===== config.mk =====
export PLATFORM = sky130hd
export DESIGN_NAME = dcache_word_align
export DESIGN_NICKNAME = d
export VERILOG_FILES = /design/src/verilog/dcache_pkg.sv /design/src/verilog/dcache_word_align.sv
export VERILOG_INCLUDE_DIRS = /design/src /design/src/verilog
export SDC_FILE = /design/constraint.sdc
export NUM_CORES = 1
export LEC_CHECK = 0
export BUFFER_PORTS_ARGS = -buffer_cell sky130_fd_sc_hd__buf_2
export CORE_AREA = 2 2 656 658
export DETAILED_ROUTE_END_ITERATION = 8
export DIE_AREA = 0 0 658 660
export MAX_ROUTING_LAYER = met4
export PLACE_DENSITY = 0.3
export SYNTH_ARGS = -nofsm -noshare
export SYNTH_HDL_FRONTEND = slang
export SYNTH_SLANG_ARGS = --single-unit

===== constraint.sdc =====
create_clock -name vclk -period 2
set_clock_uncertainty 0.1 [all_clocks]
set_input_delay 0.1 -clock vclk [all_inputs]
set_output_delay 0.1 -clock vclk [all_outputs]
set_load 0.005 [all_outputs]

===== src/verilog/dcache_consts.svh =====
`ifndef DCACHE_CONSTS_SVH
`define DCACHE_CONSTS_SVH

// pipeline side
`define DC_ADDR_W       32
`define DC_WORD_W       32

// set and line geometry, 64 sets of 64 bytes
`define DC_INDEX_W      6
`define DC_WORD_OFF_W   4     // 16 words per line
`define DC_BYTE_OFF_W   6
`define DC_TAG_W        20    // addr bits above index and offset

// line size in bits and bytes
`define DC_LINE_W       512
`define DC_LINE_BYTES   64

// associativity
`define DC_WAYS         2

`endif


===== src/verilog/dcache_pkg.sv =====
`include "dcache_consts.svh"

package dc_pkg;

    // vectors with a meaning of their own
    typedef logic [`DC_ADDR_W-1:0]          addr_t;
    typedef logic [`DC_WORD_W-1:0]          word_t;
    typedef logic [`DC_LINE_W-1:0]          line_t;
    typedef logic [`DC_TAG_W-1:0]           tag_t;
    typedef logic [`DC_INDEX_W-1:0]         index_t;
    typedef logic [`DC_LINE_BYTES-1:0]      bstrb_t;   // one bit per byte of a line
    typedef logic [1:0]                     size_t;    // 0 byte, 1 half, 2 word
    typedef logic [$clog2(`DC_WAYS)-1:0]    way_t;

    // one load or store from the pipeline
    typedef struct packed {
        addr_t  addr;
        logic   wr;      // store when set
        size_t  size;
        logic   sext;    // sign-extend a load
        word_t  wdata;   // store data, right aligned
    } dc_req_t;

    // main controller
    typedef enum logic [2:0] {
        IDLE,
        LOOKUP,
        WRITEBACK,
        REFILL_REQ,
        REFILL,
        RESP
    } dc_state_e;

endpackage


===== src/verilog/dcache_word_align.sv =====
`timescale 1ns/1ps
`include "dcache_consts.svh"

module dcache_word_align (
    input  dc_pkg::dc_req_t     i_req,
    input  dc_pkg::line_t       i_hit_line,
    input  dc_pkg::line_t       i_refill_line,
    input  logic                i_from_refill,
    output dc_pkg::line_t       o_wdata,
    output dc_pkg::bstrb_t      o_bstrb,
    output dc_pkg::word_t       o_load_word
);
    import dc_pkg::*;

    logic [`DC_BYTE_OFF_W-1:0]  off;
    logic [`DC_WORD_OFF_W-1:0]  word_sel;
    logic [3:0]                 size_mask;
    bstrb_t                     st_mask;
    line_t                      st_line;
    line_t                      merged;
    line_t                      src;
    word_t                      word;
    logic [7:0]                 lb;
    logic [15:0]                lh;

    assign off      = i_req.addr[`DC_BYTE_OFF_W-1:0];
    assign word_sel = i_req.addr[2 +: `DC_WORD_OFF_W];

    always_comb begin
        case (i_req.size)
            2'd0:    size_mask = 4'b0001;
            2'd1:    size_mask = 4'b0011;
            default: size_mask = 4'b1111;
        endcase
    end

    assign st_mask = bstrb_t'(size_mask) << off;
    assign st_line = line_t'(i_req.wdata) << {off, 3'b000};

    // store bytes over the fetched line
    always_comb begin
        for (int b = 0; b < `DC_LINE_BYTES; b++) begin
            merged[b*8 +: 8] = (i_req.wr && st_mask[b]) ? st_line[b*8 +: 8]
                                                        : i_refill_line[b*8 +: 8];
        end
    end

    assign o_wdata = i_from_refill ? merged : st_line;
    assign o_bstrb = i_from_refill ? '1 : st_mask;

    // load path
    assign src  = i_from_refill ? i_refill_line : i_hit_line;
    assign word = src[{word_sel, 5'b00000} +: `DC_WORD_W];
    assign lb   = word[{off[1:0], 3'b000} +: 8];
    assign lh   = word[{off[1], 4'b0000} +: 16];

    always_comb begin
        case (i_req.size)
            2'd0:    o_load_word = {{24{lb[7] & i_req.sext}}, lb};
            2'd1:    o_load_word = {{16{lh[15] & i_req.sext}}, lh};
            default: o_load_word = word;
        endcase
    end

    always_comb begin
        assert ((i_req.size == 2'd0) || (i_req.size == 2'd1 && !off[0]) ||
                (i_req.size == 2'd2 && off[1:0] == 2'b00))
            else $error("dcache: misaligned request at %h", i_req.addr);
    end

endmodule


[Word level (Yosys, flattened, before mapping)]
Cells that the tools add are included.
Word-level totals
  word-level logic and storage cells: 142
  register bits: 0
  output and inout port bits: 608
Cells by class
  multiplexer cells: 69
  equal/unequal tests: 1
  reduce and logical (&&, ||, !) cells: 65
  bitwise logic cells: 2
  shift-type cells: 5
Operators with widths (number)
  $mux W512: 2
  $mux W8: 64
  $shiftx A512 B10 Y32: 1
  $shl A32 B9 Y512: 1
  $logic_and A1 B1 Y1: 64
  $mux W64: 1
  $pmux W32 S2: 1
  $shl A4 B6 Y64: 1
  $shiftx A32 B6 Y16: 1
  $shiftx A32 B6 Y8: 1
  $pmux W4 S2: 1
  $and A1 B1 Y1: 2
  $eq A2 B1 Y1 const B: 1
  $logic_not A2 Y1: 1

[Depth between registers and ports, before layout]
  depth after elaboration: 6
  depth in mapped cells: 13

[Worst setup path after synthesis]
No wires, ideal clock.
  path kind: input to output
  from: in i_from_refill
  to: out o_load_word[11]
  slack: -90 ps
  data arrival time: 1890 ps
  required time: 1800 ps
  stages: 10
  cells stage by stage: buf_6 -> buf_6 -> mux2i_1 -> a22oi_1 -> and3_1 -> or4_1 -> nand2_1 -> a41o_2 -> buf_6 -> nand3_1
Between the ends
  cells in the longest elaborated chain, start to end: 5
  elaborated cells on any way between the ends: 6
Ends and longest elaborated chain
  start: declaration: RTL line dcache_word_align.sv:8  | input logic i_from_refill,
  $mux W512 (*): RTL line dcache_word_align.sv:52  | assign src = i_from_refill ? i_refill_line : i_hit_line;
  $shiftx A512 B10 Y32 (*): RTL line dcache_word_align.sv:53  | assign word = src[{word_sel, 5'b00000} +: `DC_WORD_W];
  $shiftx A32 B6 Y8: RTL line dcache_word_align.sv:54  | assign lb = word[{off[1:0], 3'b000} +: 8];
  $and A1 B1 Y1: RTL line dcache_word_align.sv:59  | 2'd0: o_load_word = {{24{lb[7] & i_req.sext}}, lb};
  $pmux W32 S2 (*): RTL line dcache_word_align.sv:58  | case (i_req.size)
  end: declaration: RTL line dcache_word_align.sv:11  | output dc_pkg::word_t o_load_word
Every way passes the cells marked *; elsewhere a longest branch is shown, timed or not.

[Final worst setup path]
  from: in i_from_refill
  to: out o_load_word[2]
Between the ends
  cells in the longest elaborated chain, start to end: 4
  elaborated cells on any way between the ends: 5
Ends and longest elaborated chain (RTL line)
  $mux W512 (*): dcache_word_align.sv:52
  $shiftx A512 B10 Y32 (*): dcache_word_align.sv:53
  $shiftx A32 B6 Y16 / $shiftx A32 B6 Y8 (equally long branches): dcache_word_align.sv:55, dcache_word_align.sv:54
  $pmux W32 S2 (*): dcache_word_align.sv:58
Marks and branches as above.

==> flow_summary.json <==
{
  "outcome": "complete, but fails checks",
  "violations": "negative setup slack",
  "seq_cells": 0,
  "synth.cell_area_um2": 19400,
  "tightest_slew_ps": 852,
  "hold_path_class": "in2out",
  "slowest_delay_ps": 390,
  "switching_share": 0.574,
  "grt_usage": 0.210,
  "critPathBufInv": 5,
  "setup_viol": 607,
  "core_um2": 427000,
  "die-area_um2": 434000,
  "hold_violations": 0,
  "rsz0062_at_grt": "yes",
  "grt_max_degree": 52,
  "required_ps": 1800,
  "peakVddDrop_uv": 107,
  "placed_area_um2": 47300,
  "synth_cells": 2707,
  "critPathCaptureType": "output port",
  "combPwrFrac": 1.000,
  "grt_pass1_vias": 38437,
  "leakagePower_nw": 24.2,
  "fillCellCount": 49418,
  "die_y_um": 660,
  "most-common-layout-cells": "buf_2 (1440), buf_4 (1099), nand2_1 (516)",
  "drc": 0,
  "finalPower_mw": 17.2,
  "clock.fmax_mhz": 333,
  "routed-via-count": 38439,
  "path_max_fanout": 17,
  "p_seq_frac": 0,
  "vias_per_cell": 3.36,
  "min_period_ps": 3000,
  "layout-drive-gt1-share": 0.711,
  "ant_nets": 0,
  "startpoint_type": "input pin",
  "num_rows": 240,
  "yosysWarnings": 0,
  "grt-ovfl-total": 0,
  "syn_nets": 3800,
  "stdcell_area_um2": 55600,
  "timing.setup.tns_ps": -294820,
  "crit_family": "buffers and inverters",
  "n_clock_buffer": 0,
  "drtPass1Iterations": 5,
  "utilization": 0.130,
  "worstPathArrival_ps": 2800,
  "p_int_mw": 7.32,
  "p_switching_mw": 9.87,
  "portBuffers": 1675,
  "start_util": 0.0454,
  "critPathKind": "in2out",
  "cp_slowest_cell": "mux4_2",
  "dp_hpwl_mm": 424,
  "worst-path-stages": 11,
  "holdBufCountCts": 0,
  "slew_headroom": 0.432,
  "regArea_um2": 0,
  "final_nets": 6731,
  "syn_area_per_cell_um2": 7.16,
  "crit_chain": "buf_16 > buf_4 > buf_8 > buf_12 > mux4_2 > mux2i_1 > a22oi_1 > nand2_4 > mux2_4 > o221ai_4 > buf_2",
  "crit_end": "o_load_word[2]",
  "power.density_nw_per_um2": 309,
  "drt-total-wl_mm": 468,
  "die_w_um": 658,
  "finalCritPeriodShare": 1.50,
  "ys_types": 68,
  "final_common_cell": "buf_2",
  "antenna_found_initial": 210,
  "drt-initial-drc-count": 3241,
  "syn_to_final_growth_pct": 187,
  "timing.final.ws_setup_ps": -1000,
  "p_clk_frac": 0,
  "grt_pass1_wl_mm": 550,
  "wl_per_cell_um": 41.0,
  "ys_seq_area_frac": 0,
  "gp_congestion": 0.954,
  "slew_viol_final": 0,
  "cp-startpoint": "i_from_refill",
  "cap_violations": 0,
  "io_pins": 1701
}
==> tightest hold or removal path, cell delays in order <==
cell	delay, ps
buf_2	100
nand2_2	50
o21ai_2	50
buf_6	110
==> worst min-delay path by stage <==
stage / start / end / slack [ps] / depth (start not counted)
final: i_refill_line[272] / o_wdata[272] / 410 / 4
after global routing: i_refill_line[272] / o_wdata[272] / 450 / 4
after CTS: i_refill_line[272] / o_wdata[272] / 420 / 4
after detailed placement: i_refill_line[109] / o_wdata[109] / 460 / 4
after global placement: i_refill_line[169] / o_wdata[169] / 460 / 4
after floorplan: i_refill_line[152] / o_wdata[152] / 180 / 2
==> cell families after synthesis <==
| family | count (synthesis) | synth area share |
|---|---|---|
| AOI/OAI and AO/OA | 836 | 0.288 |
| buffers and inverters | 338 | 0.0976 |
| muxes | 535 | 0.398 |
| and+or+nand+nor | 998 | 0.216 |
==> Yosys cell counts, types with 9 or more instances <==
cell / instances / area share
and2_1: 11 / 0.0036
o221ai_1: 40 / 0.018
mux4_2: 148 / 0.17
o31ai_1: 178 / 0.069
mux2i_1: 217 / 0.11
a21oi_1: 75 / 0.019
inv_1: 63 / 0.012
nand2_1: 557 / 0.11
a22oi_1: 105 / 0.041
a31oi_1: 10 / 0.0032
nand4_1: 9 / 0.0029
buf_12: 9 / 0.0093
mux4_1: 20 / 0.027
buf_2: 88 / 0.023
mux2_2: 150 / 0.087
o21ai_1: 22 / 0.0057
o21bai_1: 11 / 0.0043
buf_8: 10 / 0.0077
nand3_1: 139 / 0.036
nor2_1: 207 / 0.040
and3_1: 11 / 0.0036
buf_6: 16 / 0.0093
o21a_1: 23 / 0.0089
a221oi_1: 24 / 0.011
or2_2: 9 / 0.0029
o22ai_1: 24 / 0.0077
clkbuf_1: 110 / 0.021
nor3_1: 17 / 0.0044
o21ai_0: 252 / 0.065
a22o_1: 27 / 0.012
buf_4: 34 / 0.013
==> power groups by stage <==
stage | sequential, mW | combinational (mW) | clock, mW
2_1_floorplan | 0 | 3.61 | 0
3_3_place_gp | 0 | 15.2 | 0
3_5_place_dp | 0 | 15.1 | 0
4_1_cts | 0 | 16.9 | 0
5_1_grt | 0 | 17.8 | 0.00000445
6_report | 0 | 17.2 | 0.00000601
==> area by class of cell <==
cell class                      count  area (um^2)  share of cell area
Tap cell                         5687         7120               0.128
Antenna cell                      101          253             0.00455
Timing Repair Buffer             3201        26600               0.479
Multi-Input combinational cell   2369        21300               0.384
Inverter                           66          256             0.00461
==> what timing repair did <==
action | 4_1_cts | 5_1_grt
endpoints found under the setup margin | 608 | 605
endpoints found under the hold margin | 0 | 0
gates cloned | 20 | 7
pin swaps | 100 | 100
buffers inserted | 152 | 89
resized for setup | 949 | 437
==> routing by layer <==
metal	GRT usage	vias to the layer above	share of wire
li1	-	16330	-
met2	0.373	2046	0.50
met1	0.230	19632	0.38
met5	-	-	0
met4	0.0469	0	0.032
met3	0.0621	431	0.083
==> metrics by stage <==
stage               instances  setup slack (ps)  hold slack [ps]
floorplan                2707             -56.0              185
global placement        11095             -2850              458
CTS                     11256             -1100              415
detailed placement      11097             -2200              459
global route            11388             -1070              447
finish                  11424             -1000              415
(Power assumes the default switching activity.)
