==> src/verilog/dcache_consts.svh <==
`ifndef DCACHE_CONSTS_SVH
`define DCACHE_CONSTS_SVH

// pipeline side
`define DC_ADDR_W       32
`define DC_WORD_W       32

// set and line geometry, 64 sets of 64 bytes
`define DC_INDEX_W      6
`define DC_WORD_OFF_W   4     // 16 words per line
`define DC_BYTE_OFF_W   6
`define DC_TAG_W        20    // addr bits above index and offset

// line size in bits and bytes
`define DC_LINE_W       512
`define DC_LINE_BYTES   64

// associativity
`define DC_WAYS         2

`endif

==> src/verilog/dcache_pkg.sv <==
`include "dcache_consts.svh"

package dc_pkg;

    // vectors with a meaning of their own
    typedef logic [`DC_ADDR_W-1:0]          addr_t;
    typedef logic [`DC_WORD_W-1:0]          word_t;
    typedef logic [`DC_LINE_W-1:0]          line_t;
    typedef logic [`DC_TAG_W-1:0]           tag_t;
    typedef logic [`DC_INDEX_W-1:0]         index_t;
    typedef logic [`DC_LINE_BYTES-1:0]      bstrb_t;   // one bit per byte of a line
    typedef logic [1:0]                     size_t;    // 0 byte, 1 half, 2 word
    typedef logic [$clog2(`DC_WAYS)-1:0]    way_t;

    // one load or store from the pipeline
    typedef struct packed {
        addr_t  addr;
        logic   wr;      // store when set
        size_t  size;
        logic   sext;    // sign-extend a load
        word_t  wdata;   // store data, right aligned
    } dc_req_t;

    // main controller
    typedef enum logic [2:0] {
        IDLE,
        LOOKUP,
        WRITEBACK,
        REFILL_REQ,
        REFILL,
        RESP
    } dc_state_e;

endpackage

==> src/verilog/dcache_tag_array.sv <==
`timescale 1ns/1ps
`include "dcache_consts.svh"

module dcache_tag_array (
    input  logic                    clk,
    input  logic                    rstn,
    input  dc_pkg::index_t          i_rd_index,
    input  dc_pkg::tag_t            i_req_tag,
    input  dc_pkg::index_t          i_wr_index,
    input  logic [`DC_WAYS-1:0]     i_tag_we,
    input  logic [`DC_WAYS-1:0]     i_dirty_we,
    input  logic                    i_dirty_val,
    input  logic                    i_lru_we,
    input  dc_pkg::way_t            i_lru_way,
    output logic                    o_hit,
    output dc_pkg::way_t            o_hit_way,
    output dc_pkg::way_t            o_victim_way,
    output logic                    o_victim_valid,
    output logic                    o_victim_dirty,
    output dc_pkg::tag_t            o_victim_tag
);
    import dc_pkg::*;

    localparam int SETS = 1 << `DC_INDEX_W;

    tag_t                   tag_mem [`DC_WAYS][SETS];
    logic [SETS-1:0]        valid [`DC_WAYS];
    logic [SETS-1:0]        dirty [`DC_WAYS];
    logic [SETS-1:0]        lru;          // way touched last, per set
    tag_t                   tag_q [`DC_WAYS];
    logic [`DC_WAYS-1:0]    valid_q;
    logic [`DC_WAYS-1:0]    dirty_q;
    way_t                   lru_q;
    logic [`DC_WAYS-1:0]    hit;

    always_ff @(posedge clk) begin
        for (int w = 0; w < `DC_WAYS; w++) begin
            if (i_tag_we[w]) begin
                tag_mem[w][i_wr_index] <= i_req_tag;
            end
            tag_q[w] <= tag_mem[w][i_rd_index];
        end
    end

    always_ff @(posedge clk) begin
        if (!rstn) begin
            for (int w = 0; w < `DC_WAYS; w++) begin
                valid[w] <= '0;
                dirty[w] <= '0;
            end
            lru     <= '0;
            valid_q <= '0;
            dirty_q <= '0;
            lru_q   <= '0;
        end else begin
            for (int w = 0; w < `DC_WAYS; w++) begin
                if (i_tag_we[w]) begin
                    valid[w][i_wr_index] <= 1'b1;
                end
                if (i_dirty_we[w]) begin
                    dirty[w][i_wr_index] <= i_dirty_val;
                end
                valid_q[w] <= valid[w][i_rd_index];
                dirty_q[w] <= dirty[w][i_rd_index];
            end
            if (i_lru_we) begin
                lru[i_wr_index] <= i_lru_way;
            end
            lru_q <= lru[i_rd_index];
        end
    end

    always_comb begin
        for (int w = 0; w < `DC_WAYS; w++) begin
            hit[w] = valid_q[w] && (tag_q[w] == i_req_tag);
        end
    end

    assign o_hit          = |hit;
    assign o_hit_way      = hit[1];
    assign o_victim_way   = ~lru_q;   // the way not used last
    assign o_victim_valid = valid_q[o_victim_way];
    assign o_victim_dirty = dirty_q[o_victim_way];
    assign o_victim_tag   = tag_q[o_victim_way];

    a_one_hit: assert property (@(posedge clk) disable iff (!rstn) !(&hit));

endmodule

==> config.mk <==
export PLATFORM = sky130hd
export DESIGN_NAME = dcache_tag_array
export DESIGN_NICKNAME = d
export VERILOG_FILES = /design/src/verilog/dcache_pkg.sv /design/src/verilog/dcache_tag_array.sv
export VERILOG_INCLUDE_DIRS = /design/src /design/src/verilog
export SDC_FILE = /design/constraint.sdc
export NUM_CORES = 2
export LEC_CHECK = 0
export BUFFER_PORTS_ARGS = -buffer_cell sky130_fd_sc_hd__buf_2
export CAP_MARGIN = 20
export CORE_ASPECT_RATIO = 0.9
export CORE_MARGIN = 2
export CORE_UTILIZATION = 45
export DETAILED_ROUTE_END_ITERATION = 10
export HOLD_SLACK_MARGIN = 0.08
export PLACE_DENSITY_LB_ADDON = 0.3
export SLEW_MARGIN = 10
export SYNTH_ARGS = -nofsm -noshare
export SYNTH_HDL_FRONTEND = slang
export SYNTH_SLANG_ARGS = --single-unit
export TNS_END_PERCENT = 30
==> constraint.sdc <==
create_clock -name clk -period 4.7 [get_ports clk]
set_input_delay 0.47 -clock clk [delete_from_list [all_inputs] [get_ports clk]]
set_output_delay 0.47 -clock clk [all_outputs]
set_load 0.01 [all_outputs]
# [After elaboration in Yosys (flattened, before gate mapping)]
# Memories as Yosys holds them, arrays and structs flattened.
# Cells that the tools add are included.
[totals] reg_bits=69 mem_bits_rw=2856 memories=4
[memory_table] name="tag_mem" words=2 width=1280 read_ports=2 rd_ports_with_merged_regs=0 wr=2 line_no="dcache_tag_array.sv:26" rtl="tag_t tag_mem [`DC_WAYS][SETS];"
[memory_table] name="dirty" words=2 width=64 read_ports=2 rd_ports_with_merged_regs=0 wr=2 line_no="dcache_tag_array.sv:28" rtl="logic [SETS-1:0] dirty [`DC_WAYS];"
[memory_table] name="valid" words=2 width=64 read_ports=2 rd_ports_with_merged_regs=0 wr=2 line_no="dcache_tag_array.sv:27" rtl="logic [SETS-1:0] valid [`DC_WAYS];"
[memory_table] name="tag_q" words=2 width=20 read_ports=3 rd_ports_with_merged_regs=0 wr=2 line_no="dcache_tag_array.sv:30" rtl="tag_t tag_q [`DC_WAYS];"
[op_classes] order_cmp=7 n_eq_ne=2 mux=296 bitwise_logic=259 reduce_logical=5
[ops] cell="1280-bit 2-to-1 mux" n=2
[ops] cell="1-bit 2-to-1 mux" n=275
[ops] cell="64-bit 2-to-1 mux" n=4
[ops] cell="1-bit bitwise OR" n=256
[ops] cell="20-bit binary-select mux with 6-bit select" n=2
[ops] cell="20-bit demux with 6-bit select" n=1
[ops] cell="20-bit 2-to-1 mux" n=5
[ops] cell="64-bit bitwise mux" n=1
[ops] cell="20-bit equality test" n=2
[ops] cell="1-bit binary-select mux with 6-bit select" n=5
[ops] cell="7-bit >= comparator (second input constant)" n=2
[ops] cell="6-bit by 7-bit less-than comparator with 1-bit output (second input constant)" n=2
[ops] cell="6-bit inverter with 7-bit output" n=2
[ops] cell="7-bit by 1-bit less-than comparator with 1-bit output (second input constant)" n=1
[ops] cell="1-bit demux with 6-bit select" n=1
[ops] cell="6-bit by 1-bit >= comparator with 1-bit output (second input constant)" n=1
[ops] cell="1-bit logical AND" n=4
[ops] cell="1-bit by 2-bit less-than comparator with 1-bit output (second input constant)" n=1
[ops] cell="2-bit OR reduction" n=1
[ops] cell="1-bit inverter" n=1

# [Logic depth before layout (Yosys ltp)]
[depth] ltp_word=6 depth_mapped=10

# [Worst setup path before layout]
# OpenSTA, ideal clock, no wires.
[synth_timing] path_kind="input to register" from="input port rstn" to="memory valid[0][0] (netlist bit) (data pin)" setup_time_ns=0.525 arrival_time_ns=2.698 setup_slack_ns=1.477 cell_stages=3 path_cell_list="clkbuf_1 clkbuf_1 o21a_1"
[synth_rtl] element="start, declared" line_no="dcache_tag_array.sv:6" rtl="input logic rstn,"
[synth_rtl] element="end, declared" line_no="dcache_tag_array.sv:27"

==> metrics.txt <==
# TYPE chip_impl_metric gauge
chip_impl_metric{name="cts_num_sinks",unit=""} 2925
chip_impl_metric{name="reg2reg_setup_slack",unit="ns"} 2.09
chip_impl_metric{name="wire_length_of_the_first_global_routing_pass",unit="mm"} 428
chip_impl_metric{name="cts_buffer_depth",unit=""} 4
chip_impl_metric{name="report.final.slew_viol_count",unit=""} 0
chip_impl_metric{name="period_share",unit="%"} 88.8
chip_impl_metric{name="hold_viol_final",unit=""} 0
chip_impl_metric{name="post-route-cell-area",unit="mm²"} 0.130
chip_impl_metric{name="netlist_area",unit="mm²"} 0.114
chip_impl_metric{name="multiInputGateArea",unit="mm²"} 0.0264
chip_impl_metric{name="worstMarginPinSlew",unit="ns"} 1.26
chip_impl_metric{name="finalClockSkew",unit="ns"} 0.0351
chip_impl_metric{name="grt_overflow_total",unit=""} 0
chip_impl_metric{name="floorplan.initialDensity",unit="%"} 45.3
chip_impl_metric{name="port_buffers",unit=""} 65
chip_impl_metric{name="post-synth-top-area-fraction",unit="%"} 73.9
chip_impl_info{name="startpoint_type",value="register"} 1
chip_impl_metric{name="postCtsSetupBuffers",unit=""} 0
chip_impl_metric{name="worstPathRequired",unit="ns"} 4.23
chip_impl_metric{name="route.detailed.vias_per_inst",unit=""} 6.12
chip_impl_metric{name="dieHeight",unit="µm"} 483
chip_impl_metric{name="synth_edf_count",unit=""} 2816
chip_impl_metric{name="postRouteWirelength",unit="mm"} 305
chip_impl_info{name="hp-class",value="in -> reg"} 1
chip_impl_metric{name="floorplan.die.width",unit="µm"} 536
chip_impl_metric{name="areaGrowthSynthToFinish",unit="%"} 13.6
chip_impl_info{name="biggest_area_consumer_among_synthesized_cells",value="sky130_fd_sc_hd__edfxtp_1"} 1
chip_impl_metric{name="finalCriticalPeriod",unit="ns"} 4.17
chip_impl_metric{name="fill_cells",unit=""} 19600
chip_impl_metric{name="critical_path_at",unit="ns"} 3.70
chip_impl_metric{name="io_pins",unit=""} 66
chip_impl_metric{name="cts_max_level",unit=""} 5
chip_impl_metric{name="place_hpwl",unit="mm"} 182
chip_impl_info{name="mostFrequentLayoutCell",value="sky130_fd_sc_hd__edfxtp_1"} 1
chip_impl_metric{name="grt_max_degree",unit=""} 115
chip_impl_metric{name="synth_warnings",unit=""} 0
chip_impl_info{name="run_status",value="finished, final reports clean"} 1
chip_impl_metric{name="proportion_of_synthesized_flip_flops_having_asynchronous_set_or_reset",unit="%"} 0
chip_impl_metric{name="cp_max_fo",unit=""} 2
chip_impl_metric{name="power.leakage",unit="nW"} 41.7
chip_impl_metric{name="worst_ir_drop_vdd",unit="V"} 0.000439
chip_impl_metric{name="grt_use_total",unit="%"} 23.6
chip_impl_metric{name="fp.coreArea",unit="mm²"} 0.253
chip_impl_metric{name="timing.max_cap.violations",unit=""} 0
chip_impl_metric{name="placedInstanceArea",unit="mm²"} 0.120
chip_impl_info{name="synth_flop_cell",value="sky130_fd_sc_hd__edfxtp_1"} 1
chip_impl_metric{name="clkSlewWorstSetupHoldPaths",unit="ns"} 0.06
chip_impl_metric{name="first_global_vias",unit=""} 55200
chip_impl_metric{name="fraction_of_final_layout_cells_with_drive_strength_greater_than_1",unit="%"} 29.1
chip_impl_metric{name="relSlewSlack",unit="%"} 15.6
chip_impl_metric{name="synth_cell_types",unit=""} 49
chip_impl_info{name="most_frequent_cells_in_the_layout",value="sky130_fd_sc_hd__edfxtp_1, sky130_fd_sc_hd__mux4_2, sky130_fd_sc_hd__nand2_1"} 1
chip_impl_metric{name="final_nets",unit=""} 5624
chip_impl_metric{name="ys_seq_area_share",unit="%"} 75.8
chip_impl_metric{name="syn-instance-count",unit=""} 5239
chip_impl_metric{name="num_vias",unit=""} 56200
chip_impl_metric{name="drc_errors",unit=""} 0
chip_impl_metric{name="total_cts_buffers",unit=""} 305
chip_impl_metric{name="setup-tns-final",unit="ns"} 0
chip_impl_metric{name="gpl_congestion",unit=""} 0.880
chip_impl_info{name="criticalPathCategory",value="reg -> out"} 1
chip_impl_metric{name="die_area",unit="mm²"} 0.258
chip_impl_metric{name="setup_viol",unit=""} 0
chip_impl_metric{name="synth_seq_cells",unit=""} 2925
chip_impl_metric{name="postSynthNetCount",unit=""} 5280
chip_impl_metric{name="ctsResizeCount",unit=""} 0
chip_impl_metric{name="reg2regPathDepth",unit=""} 5
chip_impl_metric{name="mean_instance_size_in_the_synthesized_netlist",unit="µm²"} 21.9
chip_impl_metric{name="initialDrtViolationCount",unit=""} 8248
chip_impl_metric{name="placement_rows",unit=""} 175
chip_impl_info{name="worst_setup_path_end_kind",value="primary output"} 1
chip_impl_info{name="unrepaired_setup_endpoints_after_global_routing",value="false"} 1
chip_impl_metric{name="min_path_cells",unit=""} 1
chip_impl_info{name="tritoncts",value="yes"} 1
chip_impl_metric{name="clock_latency_reported_for_the_late_side_of_the_worst_skew_pair",unit="ns"} 0.95
chip_impl_metric{name="power_density",unit="mW/mm²"} 432
chip_impl_metric{name="antenna_found_initial",unit=""} 29
chip_impl_info{name="cts_root_cell",value="sky130_fd_sc_hd__clkbuf_16"} 1
chip_impl_info{name="netlist_top_cells_area",value="sky130_fd_sc_hd__edfxtp_1, sky130_fd_sc_hd__mux4_2, sky130_fd_sc_hd__dfxtp_1, sky130_fd_sc_hd__nand2_1, sky130_fd_sc_hd__mux2i_1"} 1
chip_impl_metric{name="drtPass1Iterations",unit=""} 6
chip_impl_metric{name="antenna_violating_nets_post_route",unit=""} 0
chip_impl_metric{name="seq_area",unit="mm²"} 0.0867
chip_impl_metric{name="ctsHoldBuffers",unit=""} 8
chip_impl_metric{name="post_drt_wl_per_cell",unit="µm"} 33.2
chip_impl_metric{name="fmax",unit="MHz"} 240
[worst max-delay path, stage by stage, from the launching register on]
cell                      delay [ns]
sky130_fd_sc_hd__dfxtp_1        0.52
sky130_fd_sc_hd__xnor2_1        0.73
sky130_fd_sc_hd__nand3_1        0.16
sky130_fd_sc_hd__nor4_1         0.70
sky130_fd_sc_hd__a41o_1         0.44
sky130_fd_sc_hd__buf_2          0.19
[power breakdown]
group	internal, W	leakage [nW]	switching [W]
logic	0.00121	10.5	0.00189
clock network	0.0141	4.77	0.00973
registers	0.0290	26.4	0.000237
total	0.0444	41.7	0.0119
[stage by stage]
stage | util [%] | std cells | worst slack (ns) | power (W) | hold slack [ns]
after global routing | 51.4 | 9171 | 0.506 | 0.0577 | 0.114
after global placement | 47.5 | 8628 | 0.730 | 0.0328 | 0.493
final | 51.4 | 9176 | 0.527 | 0.0562 | 0.127
after CTS | 51.4 | 9166 | 0.779 | 0.0565 | 0.0820
after floorplan | - | 5239 | 1.48 | 0.0314 | 0.480
after detailed placement | 47.5 | 8628 | 0.739 | 0.0329 | 0.505
[cells in the mapped netlist (all sizes together) (2+ instances only)]
master,n
o31ai,4
nand2,344
and2,130
mux2i,94
or4b,4
a22o,4
a211o,2
nand4,7
o2111ai,2
a31oi,2
o22ai,28
o21ai,21
a22oi,49
nand4b,4
mux2,24
edfxtp,2816
a221oi,7
mux4,875
or2,5
inv,2
nor2b,77
nor4,6
or4,2
nand3,5
xor2,12
a211oi,6
buf,137
nor3,3
clkbuf,181
xnor2,28
nand2b,136
dfxtp,109
nand4bb,6
nor2,91
a21oi,5
[path summary, 6_finish.rpt]
path / start / end
max: tag_q[0][14] / o_hit
min: i_req_tag[17] / tag_mem[0][2157]
max reg2reg: tag_mem[0][1251] / tag_q[0][11]
min reg2reg: lru[60] / lru[60]
[logic make-up (layout without fill, tap and decap cells)]
| family | count (synthesis) | after routing | share of synthesized area (%) |
|---|---|---|---|
| DFF | 2925 | 2925 | 75.8 |
| buffers and inverters | 321 | 888 | 1.24 |
| AOI/OAI and AO/OA | 137 | 137 | 0.833 |
| xor gates and xnor gates | 40 | 40 | 0.306 |
| other | 0 | 7 | 0 |
| muxes | 993 | 993 | 18.3 |
| and+or+nand+nor | 823 | 823 | 3.59 |
[sequential cells by signal, indices dropped and copies added, names as in the netlist]
name,count
valid,128
valid_q,2
lru,64
tag_mem,2560
tag_q,40
lru_q,1
dirty_q,2
dirty,128
[per-layer routing]
layer | track usage [%] | vias to the layer above | part of all wire [%]
li1 | - | 22400 | -
met1 | 34.5 | 30400 | 41
met2 | 35.8 | 2944 | 46
met3 | 5.53 | 457 | 10
met4 | 6.05 | 16 | 2.6
met5 | 0 | - | 0.033
[layout make-up]
type | instances | area share, %
Timing Repair Buffer | 355 | 2.29
Tap cell | 3363 | 3.23
Multi-Input combinational cell | 1993 | 20.3
Clock buffer | 372 | 6.26
Inverter | 3 | 0.00962
Sequential cell | 2925 | 66.7
Antenna cell | 7 | 0.0135
Clock inverter | 158 | 1.25
(Power assumes the default switching activity.)
