[src/verilog/dcache_consts.svh]
`ifndef DCACHE_CONSTS_SVH
`define DCACHE_CONSTS_SVH

// pipeline side
`define DC_ADDR_W       32
`define DC_WORD_W       32

// set and line geometry, 64 sets of 64 bytes
`define DC_INDEX_W      6
`define DC_WORD_OFF_W   4     // 16 words per line
`define DC_BYTE_OFF_W   6
`define DC_TAG_W        20    // addr bits above index and offset

// line size in bits and bytes
`define DC_LINE_W       512
`define DC_LINE_BYTES   64

// associativity
`define DC_WAYS         2

`endif

[src/verilog/dcache_pkg.sv]
`include "dcache_consts.svh"

package dc_pkg;

    // vectors with a meaning of their own
    typedef logic [`DC_ADDR_W-1:0]          addr_t;
    typedef logic [`DC_WORD_W-1:0]          word_t;
    typedef logic [`DC_LINE_W-1:0]          line_t;
    typedef logic [`DC_TAG_W-1:0]           tag_t;
    typedef logic [`DC_INDEX_W-1:0]         index_t;
    typedef logic [`DC_LINE_BYTES-1:0]      bstrb_t;   // one bit per byte of a line
    typedef logic [1:0]                     size_t;    // 0 byte, 1 half, 2 word
    typedef logic [$clog2(`DC_WAYS)-1:0]    way_t;

    // one load or store from the pipeline
    typedef struct packed {
        addr_t  addr;
        logic   wr;      // store when set
        size_t  size;
        logic   sext;    // sign-extend a load
        word_t  wdata;   // store data, right aligned
    } dc_req_t;

    // main controller
    typedef enum logic [2:0] {
        IDLE,
        LOOKUP,
        WRITEBACK,
        REFILL_REQ,
        REFILL,
        RESP
    } dc_state_e;

endpackage

[src/verilog/dcache_ctrl.sv]
`timescale 1ns/1ps
`include "dcache_consts.svh"

module dcache_ctrl (
    input  logic                    clk,
    input  logic                    rstn,
    input  logic                    i_req_valid,
    input  dc_pkg::dc_req_t         i_req,
    output logic                    o_req_ready,
    output logic                    o_resp_valid,
    output dc_pkg::word_t           o_resp_data,
    input  logic                    i_resp_ready,
    output logic                    o_mem_rd_valid,
    output dc_pkg::addr_t           o_mem_rd_addr,
    input  logic                    i_mem_rd_ready,
    output logic                    o_mem_wr_valid,
    output dc_pkg::addr_t           o_mem_wr_addr,
    input  logic                    i_mem_wr_ready,
    input  logic                    i_hit,
    input  dc_pkg::way_t            i_hit_way,
    input  dc_pkg::way_t            i_victim_way,
    input  logic                    i_victim_valid,
    input  logic                    i_victim_dirty,
    input  dc_pkg::tag_t            i_victim_tag,
    input  dc_pkg::word_t           i_lookup_word,
    input  dc_pkg::word_t           i_refill_word,
    output dc_pkg::index_t          o_rd_index,
    output dc_pkg::dc_req_t         o_buf_req,
    output logic [`DC_WAYS-1:0]     o_tag_we,
    output logic [`DC_WAYS-1:0]     o_dirty_we,
    output logic                    o_dirty_val,
    output logic                    o_lru_we,
    output dc_pkg::way_t            o_lru_way,
    output logic [`DC_WAYS-1:0]     o_data_we,
    output logic                    o_data_from_refill
);
    import dc_pkg::*;

    dc_state_e  state_q;
    dc_state_e  state_d;
    dc_req_t    req_q;
    word_t      resp_q;
    index_t     buf_index;
    logic       take_req;
    logic       rd_fire;
    logic       wr_fire;
    logic       resp_fire;

    assign take_req  = i_req_valid && o_req_ready;
    assign rd_fire   = o_mem_rd_valid && i_mem_rd_ready;
    assign wr_fire   = o_mem_wr_valid && i_mem_wr_ready;
    assign resp_fire = o_resp_valid && i_resp_ready;
    assign buf_index = req_q.addr[`DC_BYTE_OFF_W +: `DC_INDEX_W];

    always_ff @(posedge clk) begin
        if (!rstn) begin
            state_q <= IDLE;
            req_q   <= '0;
        end else begin
            state_q <= state_d;
            if (take_req) begin
                req_q <= i_req;
            end
        end
    end

    // response word captured on the edge that ends the hit or the refill
    always_ff @(posedge clk) begin
        if (state_q == LOOKUP && i_hit) begin
            resp_q <= req_q.wr ? '0 : i_lookup_word;
        end else if (rd_fire) begin
            resp_q <= req_q.wr ? '0 : i_refill_word;
        end
    end

    always_comb begin
        state_d = state_q;
        case (state_q)
            IDLE: begin
                if (take_req) begin
                    state_d = LOOKUP;
                end
            end
            LOOKUP: begin
                if (i_hit) begin
                    state_d = RESP;
                end else if (i_victim_valid && i_victim_dirty) begin
                    state_d = WRITEBACK;
                end else begin
                    state_d = REFILL_REQ;
                end
            end
            WRITEBACK: begin
                if (wr_fire) begin
                    state_d = REFILL_REQ;
                end
            end
            REFILL_REQ: begin
                if (rd_fire) begin
                    state_d = REFILL;
                end
            end
            REFILL:  state_d = RESP;   // tag, dirty and lru catch up here
            RESP: begin
                if (resp_fire) begin
                    state_d = IDLE;
                end
            end
            default: state_d = IDLE;
        endcase
    end

    // array write strobes
    always_comb begin
        o_tag_we    = '0;
        o_dirty_we  = '0;
        o_dirty_val = 1'b1;
        o_lru_we    = 1'b0;
        o_lru_way   = i_hit_way;
        o_data_we   = '0;
        case (state_q)
            LOOKUP: begin
                if (i_hit) begin
                    o_lru_we = 1'b1;
                    if (req_q.wr) begin
                        o_data_we[i_hit_way]  = 1'b1;
                        o_dirty_we[i_hit_way] = 1'b1;
                    end
                end
            end
            REFILL_REQ: begin
                if (i_mem_rd_ready) begin
                    o_data_we[i_victim_way] = 1'b1;   // merged line straight from memory
                end
            end
            REFILL: begin
                o_tag_we[i_victim_way]   = 1'b1;
                o_dirty_we[i_victim_way] = 1'b1;
                o_dirty_val              = req_q.wr;
                o_lru_we                 = 1'b1;
                o_lru_way                = i_victim_way;
            end
            default: ;
        endcase
    end

    assign o_req_ready        = (state_q == IDLE);
    assign o_resp_valid       = (state_q == RESP);
    assign o_resp_data        = resp_q;
    assign o_mem_rd_valid     = (state_q == REFILL_REQ);
    assign o_mem_rd_addr      = {req_q.addr[`DC_ADDR_W-1:`DC_BYTE_OFF_W], {`DC_BYTE_OFF_W{1'b0}}};
    assign o_mem_wr_valid     = (state_q == WRITEBACK);
    assign o_mem_wr_addr      = {i_victim_tag, buf_index, {`DC_BYTE_OFF_W{1'b0}}};
    assign o_data_from_refill = (state_q == REFILL_REQ);
    assign o_buf_req          = req_q;
    // arrays follow the incoming request in idle, then stay on the buffered set
    assign o_rd_index = (state_q == IDLE && i_req_valid) ?
                        i_req.addr[`DC_BYTE_OFF_W +: `DC_INDEX_W] : buf_index;

    a_rd_hold: assert property (@(posedge clk) disable iff (!rstn)
        o_mem_rd_valid && !i_mem_rd_ready |=> o_mem_rd_valid && $stable(o_mem_rd_addr));
    a_wr_hold: assert property (@(posedge clk) disable iff (!rstn)
        o_mem_wr_valid && !i_mem_wr_ready |=> o_mem_wr_valid && $stable(o_mem_wr_addr));
    // a waiting request stays put until taken
    a_req_hold: assert property (@(posedge clk) disable iff (!rstn)
        i_req_valid && !o_req_ready |=> !i_req_valid || $stable(i_req));

endmodule

[config.mk]
export PLATFORM = sky130hd
export DESIGN_NAME = dcache_ctrl
export DESIGN_NICKNAME = d
export VERILOG_FILES = /design/src/verilog/dcache_pkg.sv /design/src/verilog/dcache_ctrl.sv
export VERILOG_INCLUDE_DIRS = /design/src /design/src/verilog
export SDC_FILE = /design/constraint.sdc
export NUM_CORES = 1
export LEC_CHECK = 0
export ABC_AREA = 1
export BUFFER_PORTS_ARGS = -buffer_cell sky130_fd_sc_hd__buf_2
export CAP_MARGIN = 20
export CORE_AREA = 2 2 135 137
export CTS_CLUSTER_DIAMETER = 50
export DETAILED_ROUTE_END_ITERATION = 10
export DIE_AREA = 0 0 137 139
export PLACE_DENSITY = 0.57
export SYNTH_ARGS = -nofsm -noshare
export SYNTH_HDL_FRONTEND = slang
export SYNTH_SLANG_ARGS = --single-unit
[constraint.sdc]
create_clock -name clk -period 2.1 [get_ports clk]
set_input_delay 0.105 -clock clk [delete_from_list [all_inputs] [get_ports clk]]
set_output_delay 0.105 -clock clk [all_outputs]
set_load 0.02 [all_outputs]
**Word level (Yosys, flattened, before mapping)**

Index checks and enable logic that the tools add are counted.

- Reductions and logical operators: 11
- Magnitude comparators: 4
- Equal/unequal tests: 9
- Muxes and demuxes: 26

Operator list:

| cell | number |
|---|---|
| 2-to-1 mux 32 bit | 4 |
| case mux 3 bit (6 select lines) | 1 |
| 2-to-1 mux 3 bit | 5 |
| logical AND 1 bit | 8 |
| 2-to-1 mux 2 bit | 4 |
| inequality test 2 x 1 -> 1 bit (second input constant) | 4 |
| case mux 2 bit (2 select lines) | 2 |
| equality test 3 x 2 -> 1 bit (second input constant) | 2 |
| equality test 3 bit (second input constant) | 2 |
| 2-to-1 mux 1 bit | 6 |
| 2-to-1 mux 6 bit | 1 |
| < comparator 1 x 2 -> 1 bit (second input constant) | 2 |
| AND reduction 4 bit | 1 |
| equality test 3 x 1 -> 1 bit (second input constant) | 1 |
| logical NOT 3 bit | 1 |
| demux 1 bit (select 1 bit) | 2 |
| >= comparator 1 bit (second input constant) | 2 |
| case mux 1 bit (2 select lines) | 1 |
| nonzero test 2 bit | 1 |

- Flip-flop bits (word level): 103
- Output and inout port bits: 184
- Bits of input ports: 163
- Logic and storage cells: 57

**Depth between registers and ports, before layout**

Gate-level depths: netlist of run 1.

- Depth in word-level cells: 7
- Mapped depth: 8
- Depth with buffers taken out: 7

**Worst setup path before layout of run 1**

Ideal clock, no wire load.

- Path type: register to register
- Start: register state_q[0]
- End: register resp_q[0] (netlist: o_resp_data[0]) (enable)
- Buffers on the path: 1
- Path slack: 45 ps
- Library setup time: 389 ps
- Clock period less this slack: 2,055 ps
- Arrival time: 1,666 ps
- Cell stages (with the launch flop): 6
- Cell sequence: dfxtp_1 -> nand3_2 -> nor2_4 -> inv_2 -> buf_2 -> nand2_1

- Word-level cells in the longest chain between the ends: 3
- Elaborated cells on any way between the ends: 5
- Classes of those cells: eq/ne (2); reduce/logical (3)

RTL lines:

| item | line | source |
|---|---|---|
| start, declared | dcache_ctrl.sv:39 | `dc_state_e state_q;` |
| start signal, assigned | dcache_ctrl.sv:60 | `state_q <= state_d;` |
| equality test 3 x 2 -> 1 bit / equality test 3 x 1 -> 1 bit (equally long branches) | dcache_ctrl.sv:150, dcache_ctrl.sv:69 |  |
| logical AND 1 bit (on tied branches) | dcache_ctrl.sv:50, dcache_ctrl.sv:69 |  |
| nonzero test 2 bit (no line) (*) | - |  |
| end signal, assigned | dcache_ctrl.sv:70 | `resp_q <= req_q.wr ? '0 : i_lookup_word;` |
| end signal, assigned | dcache_ctrl.sv:72 | `resp_q <= req_q.wr ? '0 : i_refill_word;` |
| end, declared | dcache_ctrl.sv:42 | `word_t resp_q;` |

Every way passes the cells marked *; elsewhere a longest branch is shown, timed or not.
A chain may end at the register's enable or synchronous reset.

**Worst setup path in the final report of run 1**

- Start: register state_q[0]
- End: output port o_rd_index[3]

- Word-level cells in the longest chain between the ends: 3

RTL lines:

| item | line | source |
|---|---|---|
| logical NOT 3 bit | dcache_ctrl.sv:157 | `assign o_rd_index = (state_q == IDLE && i_req_valid) ?` |
| logical AND 1 bit | dcache_ctrl.sv:157 |  |
| 2-to-1 mux 6 bit | dcache_ctrl.sv:157 |  |
| end, declared | dcache_ctrl.sv:27 | `output dc_pkg::index_t o_rd_index,` |

Every way passes these cells.

==> results.md, run 1 <==
- Post-placement cell count: 1027
- Total power divided by cell area: 1240 mW/mm^2
- Area added between synthesis and finish: 44.3%
- Crit path launch type: flip-flop
- Clk sinks: 103
- Root Buffer: clkbuf_16
- Hold Fails Final Rpt: 0
- Vias: 4659
- Max Fclk: 0.528 GHz
- IO buf count: 294
- Sequential fraction of the synthesis area: 50.1%
- Synth area leaders: dfxtp_1 (30%), edfxtp_1 (20%), nor2_1 (15%), buf_4 (11%), o21ai_1 (9.6%)
- Worst-margin pin slew: 509 ps
- Period utilization: 90.3%
- Post-synthesis cell count: 578
- Yosys warns: 0
- Skew-Pair Late Insertion Delay: 350 ps
- GRT Overall Usage: 14.4%
- Filler Cells Inserted: 1791
- Hold slack: 14.7 ps
- Slew Limit Fails: 0
- Clock slew at reported path FFs: 60 ps
- Reg2reg start: state_q[2]
- Top Metal Used: met4
- Metal2 WL: 6.95 mm
- Worst VDD drop: 440 uV
- First-pass GRT wire length: 21.7 mm
- Leak pwr: 3.50 nW
- Largest net degree at the start of global routing: 74
- DIE WIDTH: 137 um
- Non-Filler Instances: 1103
- Yosys top cell area share: 29.9%
- IO Count: 347
- Final setup viols: 0
- Critical Path RT: 2000 ps
- Worst Min Path Start: i_req[4]
- CP Class: flip-flop to output pin
- DRT Pass-1 Iters: 5
- Min-delay worst type: input port to flip-flop
- Critical Path Start: state_q[0]
- Slew headroom: 66.1%
- Tmin final: 1900 ps
- Sw Ratio: 43.1%
- Wire length on met1: 6.00 mm
- Number of synthesized register bits: 103
- Area of the die: 0.0190 mm^2
- Sequential power share: 35.4%
- Initial Util: 26.9%
- Layout cell share with drive strength beyond 1: 39.1%
- Drt wl/cell: 13.0 um
- Largest area contributor in the netlist: dfxtp_1
- H-tree levels: 3
- Fin nets: 1031
- Sw Pwr: 3.67 mW
- Clock share of power: 19.2%
- RSZ-0062 raised after global routing: false
- Inserted Clock Buffers: 9
- Die Y: 139 um
- Setup TNS: 0 ps
- Mapped Avg Cell Area: 8.23 um^2
- Post-cts gate resize count: 0
- RePlAce Congestion: 0.790
- Int Pwr: 4.84 mW
- Core ar.: 0.0177 mm^2
- # DRC: 0
- Post-DP HPWL: 10.1 mm
- Via density: 4.22
- TritonCTS clock tree: done
- Max_cap viols: 0
- Antenna violations before repair: 1
- Synth cell types: 24
- Initial drt markers: 189
- Endpoint type of the worst setup path: output pin
- Antenna Nets Post-Route: 0
- Worst-case clock skew: 10.5 ps
- Gate power share: 45.4%
- Status: complete, no violations
- Metal3 WL: 1.02 mm
- Setup WS post-layout: 204 ps
- Grt total ovfl: 0
- Critical path peak fanout: 73
- Vias in the first global route: 4383
- Detailed Route WL: 14.3 mm
- Row count: 49
- DP Worst Slack: 419 ps
- Synth Cell Area: 0.00475 mm^2
- Clk buf depth: 2
- Critical Path AT: 1790 ps
[worst max-delay path, cell delays in order (launching register included)]
cell     delay, ps
dfxtp_1        390
nor2_4         190
nand2_4         90
nor2_8         110
buf_12         290
a21oi_1        120
buf_2          170
[layout make-up]
type                    instances  area [um^2]  share of cell area, %
multi-input cells             356         1590                   23.2
repair buffers                364         2180                   31.8
clock buffers                  12          258                   3.76
clock inverters                 4         27.5                  0.401
flip-flops and latches        103         2380                   34.7
diodes                          1         2.50                 0.0365
well taps                     229          287                   4.18
inverters                      34          128                   1.86
[through the flow]
| step | utilization, % | total power, mW | instance area [um^2] |
|---|---|---|---|
| global placement | 33.9 | 6.86 | 5980 |
| finish | 38.8 | 8.51 | 6860 |
| CTS | 38.8 | 8.62 | 6860 |
| global route | 38.8 | 9.12 | 6860 |
| floorplan | - | 5.93 | 4800 |
| detailed placement | 33.9 | 6.86 | 5980 |
[synth_stat cells, drive strengths merged]
master,number
o21ai,100
clkbuf,9
nand4,2
buf,87
dfxtp,71
inv,33
conb,1
a21oi,11
clkinv,1
a211oi,6
edfxtp,32
nand2,20
nor2,197
nand3,8
[routing by layer]
layer / GRT usage (%) / vias to the layer above
met3: 3.14 / 28
met4: 6.51 / 0
met2: 25.2 / 198
met1: 16.5 / 2073
met5: 0 / -
li1: - / 2360
[cells by family (layout without fill, tap and decap cells)]
logic type,Yosys count,in the layout,synth area share [%]
AO/OA/AOI/OAI,117,117,13.3
buffers and inverters,130,414,17.3
flip-flops,103,103,50.1
other,1,13,0.0789
AND/OR/NAND/NOR,227,227,19.2
[registers in the layout, summed over array words and instances (netlist names)]
| name | count |
|---|---|
| state_q | 3 |
| o_buf_req | 68 |
| o_resp_data | 32 |
[cells in the final DEF, fill, tap and decap left out, types with 2 or more instances in the layout]
| cell | n |
|---|---|
| nand3_1 | 7 |
| o21ai_1 | 91 |
| clkbuf_16 | 10 |
| buf_4 | 8 |
| inv_1 | 24 |
| conb_1 | 12 |
| clkbuf_1 | 2 |
| nor2_1 | 193 |
| buf_2 | 294 |
| buf_12 | 3 |
| nand4_1 | 2 |
| edfxtp_1 | 32 |
| o21ai_0 | 9 |
| dfxtp_1 | 71 |
| inv_2 | 9 |
| a211oi_2 | 6 |
| nor2_4 | 2 |
| dlygate4sd3_1 | 59 |
| a21oi_1 | 10 |
| nand2_1 | 19 |
[final timing paths]
check,to,slack [ps],depth (start not counted)
min reg2reg,o_buf_req[32],500,2
max,o_rd_index[3],200,6
max reg2reg,o_buf_req[65],420,7
min,o_buf_req[4],10,3
[timing repair]
item	CTS	global route
hold endpoints to repair	59	0
buffers inserted	0	0
hold buffers	59	0
[power groups by stage]
stage                     combinational (mW)  sequential, mW  clock, mW
final                                   3.86            3.02       1.63
after global routing                    4.24            3.09       1.79
after global placement                  3.81            3.05          0
after CTS                               3.91            3.02       1.69
after detailed placement                3.82            3.04          0
after floorplan                         2.23            3.70          0
Note: power is estimated with default switching activity, not from simulation.
==> inputs of run 2 (changes only) <==
--- a/config.mk
+++ b/config.mk
@@ -7,13 +7,13 @@
 export NUM_CORES = 1
 export LEC_CHECK = 0
 export ABC_AREA = 1
-export BUFFER_PORTS_ARGS = -buffer_cell sky130_fd_sc_hd__buf_2
 export CAP_MARGIN = 20
-export CORE_AREA = 2 2 135 137
+export CORE_AREA = 2 2 133 135
 export CTS_CLUSTER_DIAMETER = 50
 export DETAILED_ROUTE_END_ITERATION = 10
-export DIE_AREA = 0 0 137 139
-export PLACE_DENSITY = 0.57
+export DIE_AREA = 0 0 135 137
+export DONT_BUFFER_PORTS = 1
+export PLACE_DENSITY = 0.4
 export SYNTH_ARGS = -nofsm -noshare
 export SYNTH_HDL_FRONTEND = slang
 export SYNTH_SLANG_ARGS = --single-unit
==> run 2 against run 1 <==
Power down 6.3%. Highest routed layer unchanged. Design area down 12%. Clock power about the same. Largest power group is now sequential cells.
==> results.md, run 2 (synthesis results as in run 1) <==
- Status: complete, no violations (unchanged)
- Antenna Nets Post-Route: 0 (unchanged)
- Worst-margin pin slew: 593 ps (was 509 ps)
- H-tree levels: 3 (unchanged)
- Critical Path AT: 2300 ps (was 1790 ps)
- Area of the die: 0.0185 mm^2 (was 0.0190 mm^2)
- Drt wl/cell: 15.5 um (was 13.0 um)
- CP Class: flip-flop to flip-flop (was flip-flop to output pin)
- Inserted Clock Buffers: 9 (unchanged)
- Clk buf depth: 2 (unchanged)
- Post-layout util: 35.5% (was 38.8%)
- First-pass GRT wire length: 19.8 mm (was 21.7 mm)
- Max_cap viols: 0 (unchanged)
- Initial Util: 27.9% (was 26.9%)
- Max Fclk: 0.500 GHz (was 0.528 GHz)
- Vias: 3927 (was 4659)
- Clk sinks: 103 (unchanged)
- Fin nets: 806 (was 1031)
- Crit path buf inv count: 2 (unchanged)
- Largest net degree at the start of global routing: 74 (unchanged)
- Total power divided by cell area: 1320 mW/mm^2 (was 1240 mW/mm^2)
- Layout cell share with drive strength beyond 1: 9.88% (was 39.1%)
- Setup TNS: 0 ps (unchanged)
- Grt total ovfl: 0 (unchanged)
- Worst path slowest cell: dlygate4sd3_1 (was dfxtp_1)
- RSZ-0062 raised after global routing: false (unchanged)
- IO Count: 347 (unchanged)
- GRT Overall Usage: 13.8% (was 14.4%)
- DIE WIDTH: 135 um (was 137 um)
- Top delay family on crit path: buffers and inverters (unchanged)
- RePlAce Congestion: 0.808 (was 0.790)
- TritonCTS clock tree: done (unchanged)
- Min-delay worst type: input port to flip-flop (unchanged)
- Core ar.: 0.0171 mm^2 (was 0.0177 mm^2)
- Hold slack: 18.4 ps (was 14.7 ps)
- Worst-case clock skew: 9.40 ps (was 10.5 ps)
- Die Y: 137 um (was 139 um)
- CP Cell Sequence: nor2_4 > nand2_4 > nor2_8 > clkbuf_8 > o21ai_1 > nor2_1 > dlygate4sd3_1 (was nor2_4 > nand2_4 > nor2_8 > buf_12 > a21oi_1 > buf_2)
- Pwr Total: 7.98 mW (was 8.51 mW)
- Area added between synthesis and finish: 27.2% (was 44.3%)
- Leading cell type in the layout, fill and taps excluded: nor2_1 (was buf_2)
- Tmin final: 2000 ps (was 1900 ps)
- Clock slew at reported path FFs: 80 ps (was 60 ps)
- Row count: 48 (was 49)
- Slew Limit Fails: 0 (unchanged)
- DRT Pass-1 Iters: 4 (was 5)
- Slew headroom: 60.4% (was 66.1%)
- Period utilization: 95.2% (was 90.3%)
- # DRC: 0 (unchanged)
- Leak pwr: 2.54 nW (was 3.50 nW)
- Via density: 4.50 (was 4.22)
- Root Buffer: clkbuf_16 (unchanged)
- Endpoint type of the worst setup path: flip-flop (was output pin)
- Post-placement cell count: 743 (was 1027)
- Area after DPL: 0.00460 mm^2 (was 0.00598 mm^2)
- Most frequent cells in the layout: nor2_1 (193), dlygate4sd3_1 (113), o21ai_1 (91), dfxtp_1 (71), edfxtp_1 (32) (was buf_2 (294), nor2_1 (193), o21ai_1 (91), dfxtp_1 (71), dlygate4sd3_1 (59))
- Cell area after layout: 0.00605 mm^2 (was 0.00686 mm^2)
- Worst VDD drop: 489 uV (was 440 uV)
- Crit path launch type: flip-flop (unchanged)
- DP Worst Slack: 134 ps (was 419 ps)
- Hold Fails Final Rpt: 0 (unchanged)
- Diodes inserted: 0 (was 1)
- IO buf count: 0 (was 294)
- Vias in the first global route: 3915 (was 4383)
- Setup WS post-layout: 101 ps (was 204 ps)
- Critical path peak fanout: 73 (unchanged)
- Non-Filler Instances: 873 (was 1103)
- Initial drt markers: 104 (was 189)
- Skew-Pair Late Insertion Delay: 350 ps (about the same)
- Final setup viols: 0 (unchanged)
- Post-DP HPWL: 9.14 mm (was 10.1 mm)
- Max reg flops: 68 (unchanged)
- Critical Path RT: 2400 ps (was 2000 ps)
- Antenna violations before repair: 0 (was 1)
- Detailed Route WL: 13.6 mm (was 14.3 mm)
- CP max stage delay: 540 ps (was 390 ps)
## run 2: changes by cell type in the layout (fill, tap and decap cells not counted), sizes merged
cell | before | now
buf | 305 | 25
clkbuf | 12 | 11
clkinvlp | 1 | 0
diode | 1 | 0
dlygate4sd3 | 59 | 113
clkinv | 2 | 3
inv | 35 | 37
## run 2: final cells by class
cell class / count / area (um^2)
well taps: 225 / 282
clock inverters: 6 / 48.8
multi-input cells: 356 / 1590
inverters: 34 / 133
fillers: 1744 / 11000
clock buffers: 10 / 239
repair buffers: 139 / 1370
flip-flops and latches: 103 / 2380
## run 2: worst paths after layout
check                        start        endpoint  slack [ps]  cells after the start
setup reg to reg        state_q[1]   o_buf_req[19]         100                      7
hold reg to reg      o_buf_req[38]   o_buf_req[38]         610                      2
hold / removal    i_refill_word[5]  o_resp_data[5]          20                      2
setup / recovery        state_q[1]   o_buf_req[19]         100                      7
## run 2: repair_timing
action	in CTS	in global routing
hold buffers	114	0
setup buffers	0	0
setup endpoints to repair	6	7
hold endpoints to repair	97	0
gates resized for setup	2	2
## run 2: per-layer routing
| layer | global-route usage, % | part of all wire (%) | vias up |
|---|---|---|---|
| met3 | 5.78 | 10 | 20 |
| met1 | 15.1 | 40 | 1760 |
| met2 | 24.0 | 48 | 230 |
| met4 | 5.32 | 2.3 | 0 |
| li1 | - | - | 1917 |
| met5 | 0 | 0 | - |
## run 2: power breakdown
part | leakage, nW | internal (mW) | switching (mW)
Clock | 0.146 | 0.856 | 0.797
Sequential | 0.884 | 2.72 | 1.16
Combinational | 1.51 | 0.823 | 1.62
Total | 2.54 | 4.39 | 3.58
